## src/alu_pkg.sv

```systemverilog
package alu_pkg;

  // ALU operation codes
  localparam logic [3:0] op_zero   = 4'h0;
  localparam logic [3:0] op_load_a = 4'h1;
  localparam logic [3:0] op_inc    = 4'h2;
  localparam logic [3:0] op_dec    = 4'h3;
  localparam logic [3:0] op_asl    = 4'h4;  // ops 4..7 and 12..15 update carry
  localparam logic [3:0] op_lsr    = 4'h5;
  localparam logic [3:0] op_rol    = 4'h6;
  localparam logic [3:0] op_ror    = 4'h7;
  localparam logic [3:0] op_or     = 4'h8;
  localparam logic [3:0] op_and    = 4'h9;
  localparam logic [3:0] op_xor    = 4'ha;
  localparam logic [3:0] op_load_b = 4'hb;
  localparam logic [3:0] op_add    = 4'hc;
  localparam logic [3:0] op_sub    = 4'hd;
  localparam logic [3:0] op_adc    = 4'he;
  localparam logic [3:0] op_sbb    = 4'hf;

  localparam logic [1:0] imm_tag   = 2'b11;     // 11+++aaa ########
  localparam logic [4:0] reg_major = 5'b00000;  // 00000aaa 0++++bbb

  typedef union packed {
    struct packed {
      logic [4:0] major;
      logic [2:0] dest;
      logic       mbz;   // must be zero
      logic [3:0] op;
      logic [2:0] src;   // source register, ignored here
    } rf;
    struct packed {
      logic [1:0] tag;   // low bit doubles as op bit 3
      logic [2:0] op;
      logic [2:0] dest;
      logic [7:0] imm;
    } im;
  } instr_word_t;

  function automatic logic is_imm(instr_word_t w);
    return w.im.tag == imm_tag;
  endfunction

  function automatic logic is_reg(instr_word_t w);
    return (w.rf.major == reg_major) && !w.rf.mbz;
  endfunction

endpackage

```

## src/lane_if.sv

```systemverilog
`timescale 1ns/1ns

// one lane's issue and drain handshakes
interface lane_if #(
  parameter int WIDTH = 16
);

  // issue side
  logic             cmd_req;
  logic [3:0]       cmd_op;
  logic [WIDTH-1:0] cmd_a;
  logic [WIDTH-1:0] cmd_b;
  logic             cmd_carry;
  logic [2:0]       cmd_dest;
  logic             cmd_ack;

  // drain side
  logic             res_req;
  logic [WIDTH-1:0] res_y;
  logic             res_carry;
  logic             res_zero;
  logic             res_neg;
  logic [2:0]       res_dest;
  logic             res_ack;

  modport issuer (
    output cmd_req, cmd_op, cmd_a, cmd_b, cmd_carry, cmd_dest,
    input  cmd_ack
  );

  modport lane (
    input  cmd_req, cmd_op, cmd_a, cmd_b, cmd_carry, cmd_dest, res_ack,
    output cmd_ack, res_req, res_y, res_carry, res_zero, res_neg, res_dest
  );

  modport drainer (
    input  res_req, res_y, res_carry, res_zero, res_neg, res_dest,
    output res_ack
  );

endinterface

```

## src/alu_dispatch.sv

```systemverilog
`timescale 1ns/1ns

module alu_dispatch import alu_pkg::*; #(
  parameter int NUM_LANES = 4,
  parameter int WIDTH     = 16
) (
  input  logic             clk,
  input  logic             reset,
  input  logic             in_req,
  input  instr_word_t      in_instr,
  input  logic [WIDTH-1:0] in_a,
  input  logic [WIDTH-1:0] in_b,
  input  logic             in_carry,
  output logic             in_ack,
  lane_if.issuer           lanes [NUM_LANES]
);

  localparam int PTR_W = $clog2(NUM_LANES);

  localparam logic [2:0] s_idle      = 3'd0;
  localparam logic [2:0] s_decode    = 3'd1;
  localparam logic [2:0] s_issue     = 3'd2;
  localparam logic [2:0] s_lane_done = 3'd3;
  localparam logic [2:0] s_in_done   = 3'd4;

  logic [2:0]       state;
  logic [PTR_W-1:0] issue_ptr;
  logic             cmd_req_q;
  logic [NUM_LANES-1:0] ack_vec;
  logic             cur_ack;

  // decoded command
  logic             dec_legal;
  logic [3:0]       dec_op;
  logic [2:0]       dec_dest;
  logic [WIDTH-1:0] dec_b;

  // held command
  logic             legal_q;
  logic [3:0]       op_q;
  logic [2:0]       dest_q;
  logic [WIDTH-1:0] a_q;
  logic [WIDTH-1:0] b_q;
  logic             carry_q;

  always_comb begin
    dec_legal = 1'b1;
    dec_op    = in_instr.rf.op;
    dec_dest  = in_instr.rf.dest;
    dec_b     = in_b;
    if (is_imm(in_instr)) begin
      dec_op   = {in_instr.im.tag[0], in_instr.im.op};  // bits 14:11
      dec_dest = in_instr.im.dest;
      dec_b    = WIDTH'(in_instr.im.imm);               // zero-extended
    end else if (!is_reg(in_instr)) begin
      dec_legal = 1'b0;  // neither form, drop it
    end
  end

  always_ff @(posedge clk) begin
    if (state == s_idle && in_req) begin
      legal_q <= dec_legal;
      op_q    <= dec_op;
      dest_q  <= dec_dest;
      a_q     <= in_a;
      b_q     <= dec_b;
      carry_q <= in_carry;
    end
  end

  // fan the held command out, req only to the selected lane
  for (genvar i = 0; i < NUM_LANES; i++) begin : g_lane
    assign lanes[i].cmd_req   = cmd_req_q && (issue_ptr == PTR_W'(i));
    assign lanes[i].cmd_op    = op_q;
    assign lanes[i].cmd_a     = a_q;
    assign lanes[i].cmd_b     = b_q;
    assign lanes[i].cmd_carry = carry_q;
    assign lanes[i].cmd_dest  = dest_q;
    assign ack_vec[i]         = lanes[i].cmd_ack;
  end

  assign cur_ack = ack_vec[issue_ptr];

  always_ff @(posedge clk) begin
    if (reset) begin
      state     <= s_idle;
      issue_ptr <= '0;
      cmd_req_q <= 1'b0;
      in_ack    <= 1'b0;
    end else begin
      case (state)
        s_idle:
          if (in_req) state <= s_decode;
        s_decode:
          if (legal_q) begin
            cmd_req_q <= 1'b1;
            state     <= s_issue;
          end else begin
            in_ack <= 1'b1;  // illegal word, ack only
            state  <= s_in_done;
          end
        s_issue:
          if (cur_ack) begin
            cmd_req_q <= 1'b0;
            in_ack    <= 1'b1;
            state     <= s_lane_done;
          end
        s_lane_done:
          if (!cur_ack) begin  // lane side complete
            issue_ptr <= (issue_ptr == PTR_W'(NUM_LANES - 1)) ? '0 : issue_ptr + 1'b1;
            state     <= s_in_done;
          end
        s_in_done:
          if (!in_req) begin
            in_ack <= 1'b0;
            state  <= s_idle;
          end
        default: state <= s_idle;
      endcase
    end
  end

endmodule

```

## src/alu_lane.sv

```systemverilog
`timescale 1ns/1ns

module alu_lane import alu_pkg::*; #(
  parameter int WIDTH = 16
) (
  input  logic clk,
  input  logic reset,
  lane_if.lane port
);

  localparam logic [1:0] s_empty   = 2'd0;
  localparam logic [1:0] s_loaded  = 2'd1;  // cmd_ack high
  localparam logic [1:0] s_result  = 2'd2;  // res_req high
  localparam logic [1:0] s_release = 2'd3;

  logic [1:0]       state;
  logic [3:0]       op_q;
  logic [WIDTH-1:0] a_q;
  logic [WIDTH-1:0] b_q;
  logic             carry_q;
  logic [2:0]       dest_q;

  logic [WIDTH:0]   a_x;
  logic [WIDTH:0]   b_x;
  logic [WIDTH:0]   y;  // result plus extra bit
  logic             y_carry;

  assign a_x = {1'b0, a_q};
  assign b_x = {1'b0, b_q};

  always_comb begin
    case (op_q)
      op_zero:   y = '0;
      op_load_a: y = a_x;
      op_inc:    y = a_x + 1'b1;
      op_dec:    y = a_x - 1'b1;
      op_asl:    y = {a_q, 1'b0};
      op_lsr:    y = {a_q[0], 1'b0, a_q[WIDTH-1:1]};
      op_rol:    y = {a_q, carry_q};
      op_ror:    y = {a_q[0], carry_q, a_q[WIDTH-1:1]};
      op_or:     y = a_x | b_x;
      op_and:    y = a_x & b_x;
      op_xor:    y = a_x ^ b_x;
      op_load_b: y = b_x;
      op_add:    y = a_x + b_x;
      op_sub:    y = a_x - b_x;
      op_adc:    y = a_x + b_x + {{WIDTH{1'b0}}, carry_q};
      op_sbb:    y = a_x - b_x - {{WIDTH{1'b0}}, carry_q};
      default:   y = '0;
    endcase
  end

  // only shift, rotate and add/sub groups touch carry
  assign y_carry = op_q[2] ? y[WIDTH] : carry_q;

  always_ff @(posedge clk) begin
    if (reset) begin
      state <= s_empty;
    end else begin
      case (state)
        s_empty:   if (port.cmd_req) state <= s_loaded;
        s_loaded:  if (!port.cmd_req) state <= s_result;
        s_result:  if (port.res_ack) state <= s_release;
        s_release: if (!port.res_ack) state <= s_empty;
        default:   state <= s_empty;
      endcase
    end
  end

  always_ff @(posedge clk) begin
    if (state == s_empty && port.cmd_req) begin
      op_q    <= port.cmd_op;
      a_q     <= port.cmd_a;
      b_q     <= port.cmd_b;
      carry_q <= port.cmd_carry;
      dest_q  <= port.cmd_dest;
    end
    if (state == s_loaded && !port.cmd_req) begin
      port.res_y     <= y[WIDTH-1:0];
      port.res_carry <= y_carry;
      port.res_zero  <= ~|y[WIDTH-1:0];
      port.res_neg   <= y[WIDTH-1];
    end
  end

  assign port.cmd_ack  = (state == s_loaded);
  assign port.res_req  = (state == s_result);
  assign port.res_dest = dest_q;  // held until next command

endmodule

```

## src/alu_collect.sv

```systemverilog
`timescale 1ns/1ns

module alu_collect #(
  parameter int NUM_LANES = 4,
  parameter int WIDTH     = 16
) (
  input  logic             clk,
  input  logic             reset,
  lane_if.drainer          lanes [NUM_LANES],
  output logic             out_req,
  output logic [WIDTH-1:0] out_y,
  output logic             out_carry,
  output logic             out_zero,
  output logic             out_neg,
  output logic [2:0]       out_dest,
  input  logic             out_ack
);

  localparam int PTR_W = $clog2(NUM_LANES);

  localparam logic [1:0] s_wait    = 2'd0;
  localparam logic [1:0] s_present = 2'd1;  // out_req high
  localparam logic [1:0] s_release = 2'd2;  // waiting for out_ack low

  logic [1:0]           state;
  logic [PTR_W-1:0]     drain_ptr;
  logic                 res_ack_q;
  logic                 take;

  logic [NUM_LANES-1:0] req_vec;
  logic [NUM_LANES-1:0] carry_vec;
  logic [NUM_LANES-1:0] zero_vec;
  logic [NUM_LANES-1:0] neg_vec;
  logic [WIDTH-1:0]     y_arr    [NUM_LANES];
  logic [2:0]           dest_arr [NUM_LANES];

  for (genvar i = 0; i < NUM_LANES; i++) begin : g_lane
    assign req_vec[i]     = lanes[i].res_req;
    assign y_arr[i]       = lanes[i].res_y;
    assign carry_vec[i]   = lanes[i].res_carry;
    assign zero_vec[i]    = lanes[i].res_zero;
    assign neg_vec[i]     = lanes[i].res_neg;
    assign dest_arr[i]    = lanes[i].res_dest;
    assign lanes[i].res_ack = res_ack_q && (drain_ptr == PTR_W'(i));
  end

  assign take = (state == s_wait) && req_vec[drain_ptr];

  always_ff @(posedge clk) begin
    if (take) begin
      out_y     <= y_arr[drain_ptr];
      out_carry <= carry_vec[drain_ptr];
      out_zero  <= zero_vec[drain_ptr];
      out_neg   <= neg_vec[drain_ptr];
      out_dest  <= dest_arr[drain_ptr];
    end
  end

  always_ff @(posedge clk) begin
    if (reset) begin
      state     <= s_wait;
      drain_ptr <= '0;
      res_ack_q <= 1'b0;
      out_req   <= 1'b0;
    end else begin
      // lane handshake finishes on its own while out_req is pending
      if (res_ack_q && !req_vec[drain_ptr]) res_ack_q <= 1'b0;
      case (state)
        s_wait:
          if (take) begin
            res_ack_q <= 1'b1;
            out_req   <= 1'b1;
            state     <= s_present;
          end
        s_present:
          if (out_ack) begin
            out_req <= 1'b0;
            state   <= s_release;
          end
        s_release:
          if (!out_ack && !res_ack_q) begin
            drain_ptr <= (drain_ptr == PTR_W'(NUM_LANES - 1)) ? '0 : drain_ptr + 1'b1;
            state     <= s_wait;
          end
        default: state <= s_wait;
      endcase
    end
  end

endmodule

```

## src/alu_array_top.sv

```systemverilog
`timescale 1ns/1ns

module alu_array_top #(
  parameter int NUM_LANES = 4,
  parameter int WIDTH     = 16
) (
  input  logic             clk,
  input  logic             reset,
  // command port
  input  logic             in_req,
  input  logic [15:0]      in_instr,
  input  logic [WIDTH-1:0] in_a,
  input  logic [WIDTH-1:0] in_b,
  input  logic             in_carry,
  output logic             in_ack,
  // result port
  output logic             out_req,
  output logic [WIDTH-1:0] out_y,
  output logic             out_carry,
  output logic             out_zero,
  output logic             out_neg,
  output logic [2:0]       out_dest,
  input  logic             out_ack
);

  lane_if #(.WIDTH(WIDTH)) lanes [NUM_LANES] ();

  alu_dispatch #(
    .NUM_LANES(NUM_LANES),
    .WIDTH    (WIDTH)
  ) u_dispatch (
    .clk     (clk),
    .reset   (reset),
    .in_req  (in_req),
    .in_instr(in_instr),
    .in_a    (in_a),
    .in_b    (in_b),
    .in_carry(in_carry),
    .in_ack  (in_ack),
    .lanes   (lanes)
  );

  for (genvar i = 0; i < NUM_LANES; i++) begin : g_lane
    alu_lane #(.WIDTH(WIDTH)) u_lane (
      .clk  (clk),
      .reset(reset),
      .port (lanes[i])
    );
  end

  alu_collect #(
    .NUM_LANES(NUM_LANES),
    .WIDTH    (WIDTH)
  ) u_collect (
    .clk      (clk),
    .reset    (reset),
    .lanes    (lanes),
    .out_req  (out_req),
    .out_y    (out_y),
    .out_carry(out_carry),
    .out_zero (out_zero),
    .out_neg  (out_neg),
    .out_dest (out_dest),
    .out_ack  (out_ack)
  );

endmodule

```

## config.mk

```make
export PLATFORM = sky130hd
export DESIGN_NAME = alu_array_top
export DESIGN_NICKNAME = d
export VERILOG_FILES = /design/src/alu_pkg.sv /design/src/lane_if.sv /design/src/alu_dispatch.sv /design/src/alu_lane.sv /design/src/alu_collect.sv /design/src/alu_array_top.sv
export SDC_FILE = /design/constraint.sdc
export NUM_CORES = 1
export LEC_CHECK = 0
export BUFFER_PORTS_ARGS = -buffer_cell sky130_fd_sc_hd__buf_2
export CORE_ASPECT_RATIO = 1.25
export CORE_MARGIN = 3
export CORE_UTILIZATION = 42
export CTS_CLUSTER_SIZE = 30
export DETAILED_ROUTE_END_ITERATION = 6
export HOLD_SLACK_MARGIN = 0.15
export SYNTH_ARGS = -nofsm -noshare
export SYNTH_HDL_FRONTEND = slang
export SYNTH_SLANG_ARGS = --single-unit
```

## constraint.sdc

```tcl
create_clock -name clk -period 7 [get_ports clk]
set_input_delay 0 -clock clk [delete_from_list [all_inputs] [get_ports clk]]
set_output_delay 0 -clock clk [all_outputs]
set_load 0.02 [all_outputs]
```

# Word level (Yosys, flattened, before mapping)

Index checks and enable logic that the tools add are counted.

Register bits after elaboration: 320
Input bits: 53
Output and inout bits: 24
Logic and storage cells: 349

Add/sub/neg operators: 26
Order comparisons: 3
Equal/unequal tests: 110
Muxes and demuxes: 72
Bitwise logic cells: 14
Reduce and logical (&&, ||, !) cells: 64

Operators with widths:

| operator                | count |
|---|---|
| $pmux W17 S16           | 4 |
| $eq A4 B4 Y1 const B    | 32 |
| $add A16 B1 Y17 const B | 4 |
| $add A16 B16 Y17        | 4 |
| $add A17 B1 Y17         | 4 |
| $sub A16 B1 Y17 const B | 4 |
| $sub A16 B16 Y17        | 4 |
| $sub A17 B1 Y17         | 4 |
| $and A16 B16 Y16        | 4 |
| $eq A4 B3 Y1 const B    | 16 |
| $or A16 B16 Y16         | 4 |
| $reduce_or A16 Y1       | 4 |
| $xor A16 B16 Y16        | 4 |
| $mux W2                 | 21 |
| $bmux W16 S2            | 1 |
| $eq A4 B2 Y1 const B    | 8 |
| $mux W16                | 2 |
| $pmux W2 S4             | 4 |
| $eq A2 B2 Y1 const B    | 14 |
| $ne A2 B2 Y1 const B    | 13 |
| $ne A2 B1 Y1 const B    | 12 |
| $reduce_and A4 Y1       | 6 |
| $logic_and A1 B1 Y1     | 21 |
| $mux W3                 | 7 |
| 28 further kinds        | 88 |

# Logic depth before layout (Yosys ltp)

Depth after elaboration: 8
Depth in mapped cells: 17
Depth with buffers taken out: 16

# By module

Synthesis repeated with hierarchy kept, for this count alone.

Cell total of the unflattened synthesis: 3468
Area, all modules: 31780.5 sq um

Modules (own cells, without submodules):

| module                       | times used | cells an instance | area each (sq um) | seq. area each (sq um) |
|---|---|---|---|---|
| alu_lane at g_lane[3].u_lane | 1          | 830               | 7105.6            | 1781.7 |
| alu_lane at g_lane[1].u_lane | 1          | 805               | 7036.7            | 1781.7 |
| alu_lane at g_lane[2].u_lane | 1          | 787               | 6771.5            | 1781.7 |
| alu_lane at g_lane[0].u_lane | 1          | 721               | 6503.7            | 1781.7 |
| alu_dispatch                 | 1          | 237               | 2787.7            | 1371.3 |
| alu_collect                  | 1          | 88                | 1575.3            | 780.7 |

# Worst setup path before layout

Ideal clock, no wire load.

Path type: register to register
From: reg g_lane[2].u_lane.op_q[0]
To: reg g_lane[2].u_lane.port.res_zero (data pin)
Library setup time: 170 ps
Arrival time: 4711 ps
Required time: 6830 ps
Slack: 2120 ps
Cell stages (with the launch flop): 16
Path buffers: 3
Period minus slack after synthesis: 4880 ps
Cell sequence: edfxtp_1 > clkbuf_1 > clkbuf_1 > buf_1 > and3_1 > ha_1 > a211o_1 > a2111oi_2 > o31ai_1 > xor2_1 > a221o_1 > a221o_1 > a21o_1 > or4_1 > or4_1 > nor4_2

Word-level cells in the longest chain between the ends: 4
Elaborated cells on any way between the ends: 19
Classes of those cells: eq/ne: 15; mux: 1; reduce/logical: 3

RTL lines:

| element                              | RTL line       | text |
|---|---|---|
| start: declaration                   | alu_lane.sv:17 | `logic [3:0] op_q;` |
| start signal: assignment             | alu_lane.sv:72 | `op_q <= port.cmd_op;` |
| $eq A4 B4 Y1 (tied with other cells) | alu_lane.sv:32 | `case (op_q)` |
| $pmux W17 S16 (*)                    | alu_lane.sv:32 |  |
| net g_lane[2].u_lane.y[9]            | alu_lane.sv:25 | `logic [WIDTH:0] y;` |
| $reduce_or A16 Y1 (*)                | alu_lane.sv:81 | `port.res_zero <= ~\|y[WIDTH-1:0];` |
| $logic_not A1 Y1 (*)                 | alu_lane.sv:81 |  |
| end signal: assignment               | alu_lane.sv:81 |  |
| end: declaration                     | lane_if.sv:33  | `output cmd_ack, res_req, res_y, res_carry, res_zero, res_neg, res_dest` |

Mark *: on every way through the listed nets, which the timed path passes. The rest lies on a longest branch.
A chain may end at the register's enable or synchronous reset.

# Final worst setup path

From: reg g_lane[3].u_lane.op_q[1]
To: reg g_lane[3].u_lane.port.res_zero (data pin)

Word-level cells in the longest chain between the ends: 4
Elaborated cells on any way between the ends: 19
Classes of those cells: eq/ne: 15; mux: 1; reduce/logical: 3

RTL lines:

| element                              | RTL line |
|---|---|
| start: declaration                   | alu_lane.sv:17 |
| start signal: assignment             | alu_lane.sv:72 |
| $eq A4 B4 Y1 (tied with other cells) | alu_lane.sv:32 |
| $pmux W17 S16 (*)                    | alu_lane.sv:32 |
| net g_lane[3].u_lane.y[3]            | alu_lane.sv:25 |
| $reduce_or A16 Y1 (*)                | alu_lane.sv:81 |
| $logic_not A1 Y1 (*)                 | alu_lane.sv:81 |
| end signal: assignment               | alu_lane.sv:81 |
| end: declaration                     | lane_if.sv:33 |

Marked as above.

==> flow_summary_export.csv <==
group,metric,value,unit
timing,grt_setup_unrepaired,"false",
finish,final_area,33000,um2
routing,drt_drc_violations_left,0,
global_route,number_of_antenna_violations_at_the_first_check_in_global_routing,9,
clocking,cts_buffer_depth,3,
global_route,grt_overflow,0,
floorplanning,chipHeight,304,um
placed_design,place_hpwl,80700,um
placed_design,place_congestion,0.999,
global_route,first_global_vias,25100,
finish,layout_overhead_on_the_synthesized_area,10.8,%
worst_setup_path,critical-path-top-cell-by-count,"or4_1",
routing,post_drt_wl_per_cell,24.9,um
finish,nets,3705,
global_route,global_route_usage_over_all_layers,0.278,
worst_setup_path,timing.critical_path.to_type,"register",
clocking,h-tree-depth,2,
timing,setup_violations,0,
timing,finalSetupTns,0,ns
synth,synth-main-ff-cell,"edfxtp_1",
synth,synth.cell_area,29800,um2
floorplanning,floorplan.core_area,69900,um2
synth,postSynthRegisterBits,315,
timing,tightest_slew,1.13,ns
clocking,cts.clk_slew.worst_paths,0.07,ns
floorplanning,floorplan.initialDensity,0.426,
worst_setup_path,cp_num_buf_inv,0,
timing,layout_worst_path_cycle_share,0.724,
routing,vias_per_cell,6.32,
timing,relative_max_transition_margin,0.247,
placed_design,cell_count_after_placement,4149,
status,outcome,"completed",
worst_setup_path,worst-setup-path-type,"register to register",
global_route,grt_first_pass_wirelength,158000,um
synth,yosysWarnings,0,
timing,time_the_final_worst_path_needs_with_i_o_delays_and_setup,5.07,ns
synth,synth-async-reset-ratio,0,
routing,postRouteAntennaNets,0,
placed_design,port_buffers,76,
synth,sequential_element_share_of_the_synthesized_area,0.311,
floorplanning,die_outline_area,74100,um2
clocking,numClockSinks,315,
synth,syn_area_per_cell,9.16,um2
routing,starting_drt_drc_count,3072,
hold_path,hold_path.class,"primary input to register",
floorplanning,i_o_pins,77,
finish,ff_latch_area,9250,um2
placed_design,dp_slack,1.94,ns
finish,multi_input_comb_area,19000,um2
synth,library_cells_used_by_synthesis,109,
synth,synth-edff-count,294,
global_route,grt_max_degree,42,
power,total_leakage_power,0.0127,uW
power,pwr_density_cell,161,nW/um2
floorplanning,placementRows,108,
worst_setup_path,worst_path_max_delay_cell,"edfxtp_1",
finish,final_design_utilization,0.472,
finish,fill_cells,6710,
worst_setup_path,cpPeakStageDelay,0.84,ns
timing,hold_viol_final,0,
worst_setup_path,cp.required,7.41,ns
worst_setup_path,critical_path.startpoint_type,"register",
worst_setup_path,critical_path.top_delay_family,"simple AND/OR/NAND/NOR gates",
clocking,post-cts-setup-buffer-count,0,
finish,final_layout_size_suffix_gt1_frac,0.0891,
routing,vias,27100,
timing,report.final.slew_viol_count,0,
worst_setup_path,worst_ep_arrival_time,5.48,ns
synth,number_of_instances_in_the_synthesized_netlist,3249,
synth,mappedNetlistNets,3626,
finish,layoutNonFillerInstCount,4292,
placed_design,area_post_placement,31000,um2
worst_setup_path,critPathMaxFanout,22,
timing,max_freq,197,MHz
clocking,tritoncts.num_buffers,35,
routing,drt_wl_total,107000,um
clocking,clkLatencyLatePin,0.57,ns
floorplanning,chipWidth,244,um
timing,finalWorstSetupSlack,1.93,ns
clocking,tritoncts,"built",
power,worst_ir_drop_vdd,0.208,mV
clocking,cts.root.buffer_cell,"clkbuf_16",
flow_run,max_cap_viol_count,0,
routing,drt-pass1-iter-count,6,
worst_setup_path,critical_path_cell_by_cell,"and3_1 > ha_1 > a21o_1 > a21oi_1 > xnor2_1 > a211oi_1 > o21ai_1 > a21o_1 > or4_1 > or4_1 > or4_1 > or4_1 > nor3_2",
timing,fin_skew,0.0208,ns
## routing by layer
layer  track usage  share of wire  vias up
met5             0        0.00013        -
met3        0.0385          0.077      244
met1         0.370           0.42    13100
li1              -              -    12500
met4         0.115          0.048        2
met2         0.457           0.46     1240
## sequential cells by signal, indices dropped and copies added (netlist names), 3 cells and up
| name | flops |
|---|---|
| g_lane.u_lane.port.res_carry | 4 |
| g_lane.u_lane.port.res_dest | 12 |
| g_lane.u_lane.state | 8 |
| u_collect.out_dest | 3 |
| u_dispatch.lanes.cmd_dest | 3 |
| u_collect.out_y | 15 |
| g_lane.u_lane.port.res_zero | 4 |
| g_lane.u_lane.port.res_y | 60 |
| u_dispatch.lanes.cmd_a | 16 |
| u_dispatch.lanes.cmd_op | 4 |
| g_lane.u_lane.b_q | 64 |
| g_lane.u_lane.op_q | 16 |
| u_dispatch.state | 3 |
| g_lane.u_lane.port.res_neg | 4 |
| g_lane.u_lane.a_q | 64 |
| u_dispatch.lanes.cmd_b | 16 |
| g_lane.u_lane.carry_q | 4 |
## power breakdown
group	internal [uW]	leakage [uW]	switching (uW)
clock network	1140	0.000580	812
registers	2290	0.00286	218
logic	327	0.00925	532
total	3750	0.0127	1560
## synth_stat cells, types with 16 or more instances
master | n | share of area
dfxtp_1 | 21 | 0.014
o221ai_1 | 16 | 0.0047
nor3b_1 | 31 | 0.0078
a2111oi_0 | 24 | 0.0071
o21a_1 | 22 | 0.0056
a211oi_1 | 42 | 0.011
nand4_1 | 42 | 0.0088
o21ai_1 | 18 | 0.0030
and2_1 | 33 | 0.0069
nor3_1 | 92 | 0.015
o31ai_1 | 23 | 0.0058
a221oi_1 | 61 | 0.018
nor2b_1 | 41 | 0.0086
o21ai_0 | 150 | 0.025
a221o_1 | 19 | 0.0064
a22oi_1 | 48 | 0.012
mux2_2 | 27 | 0.010
ha_1 | 312 | 0.13
mux2i_1 | 32 | 0.011
nor2_1 | 231 | 0.029
xnor2_1 | 127 | 0.037
a21o_1 | 43 | 0.011
o211ai_1 | 42 | 0.011
inv_1 | 227 | 0.029
or3_1 | 34 | 0.0071
buf_2 | 28 | 0.0047
nor4_1 | 25 | 0.0053
o22ai_1 | 27 | 0.0057
a222oi_1 | 25 | 0.0084
edfxtp_1 | 294 | 0.30
clkbuf_1 | 102 | 0.013
a21oi_1 | 196 | 0.033
and3_1 | 34 | 0.0071
nand2_1 | 192 | 0.024
nand2b_1 | 41 | 0.0086
or2_2 | 16 | 0.0034
a211o_1 | 21 | 0.0062
or4_1 | 21 | 0.0053
a31oi_1 | 21 | 0.0044
xor2_1 | 69 | 0.020
nand3_1 | 85 | 0.014
mux4_2 | 24 | 0.018
o2111ai_1 | 19 | 0.0056
## repair_timing
action	in CTS	in global routing
hold endpoints to repair	62	0
gates resized for setup	0	0
hold buffers	77	0
## final timing paths
| check | slack [ns] | start | endpoint | depth (start not counted) |
|---|---|---|---|---|
| worst max-delay path | 1.93 | g_lane[3].u_lane.op_q[1] | g_lane[3].u_lane.port.res_zero | 13 |
| worst min-delay path | 0.25 | in_b[15] | u_dispatch.lanes[0].cmd_b[15] | 3 |
| worst max register to register | 1.93 | g_lane[3].u_lane.op_q[1] | g_lane[3].u_lane.port.res_zero | 13 |
| worst min register to register | 0.48 | u_collect.state[1] | u_collect.state[0] | 1 |
## cells in the final DEF (no fill, tap or decap), types with 22 or more instances in the layout
cell type,count
a2111oi_0,24
nor3_1,92
nand3_1,85
and2_1,33
ha_1,312
o21ai_0,150
nor2_1,230
edfxtp_1,294
nand2b_1,41
buf_2,76
or3_1,34
o22ai_1,27
xnor2_1,127
mux2_2,27
nor2b_1,41
and3_1,30
dlygate4sd3_1,77
a221oi_1,61
o31ai_1,23
a222oi_1,25
mux2i_1,32
nor3b_1,31
a211oi_1,42
o211ai_1,42
buf_4,40
nand4_1,42
xor2_1,69
clkbuf_16,35
nor4_1,25
nand2_1,192
mux4_2,24
a22oi_1,48
a21o_1,43
a21oi_1,196
inv_1,227
o21a_1,22
## cell type report
| type | count | area share |
|---|---|---|
| inverter | 231 | 0.0263 |
| clock buffer | 43 | 0.0281 |
| antenna | 3 | 0.000228 |
| tap | 935 | 0.0355 |
| sequential | 315 | 0.280 |
| timing repair buffer | 193 | 0.0440 |
| clock inverter | 20 | 0.00846 |
| multi-input combinational | 2552 | 0.577 |
## worst register-to-register path, stage by stage, from the launching register on
cell      delay [ns]
edfxtp_1        0.84
and3_1          0.77
ha_1            0.39
a21o_1          0.15
a21oi_1         0.18
xnor2_1         0.08
a211oi_1        0.25
o21ai_1         0.12
a21o_1          0.19
or4_1           0.50
or4_1           0.39
or4_1           0.48
or4_1           0.42
nor3_2          0.13
## metrics by stage
stage	total power (uW)	hold WS, ns
floorplan	2950	0.0721
global placement	3350	0.176
detailed placement	3350	0.178
CTS	5360	0.213
global route	5520	0.230
finish	5320	0.253
## logic make-up after synthesis
logic type | Yosys count | share of synthesized area
and+or+nand+nor | 995 | 0.176
AOI/OAI and AO/OA | 953 | 0.226
buffers and inverters | 382 | 0.0509
adders and majority gates | 324 | 0.139
DFF | 315 | 0.311
xor gates and xnor gates | 197 | 0.0582
muxes | 83 | 0.0391
Power figures use the tool's default switching activity.
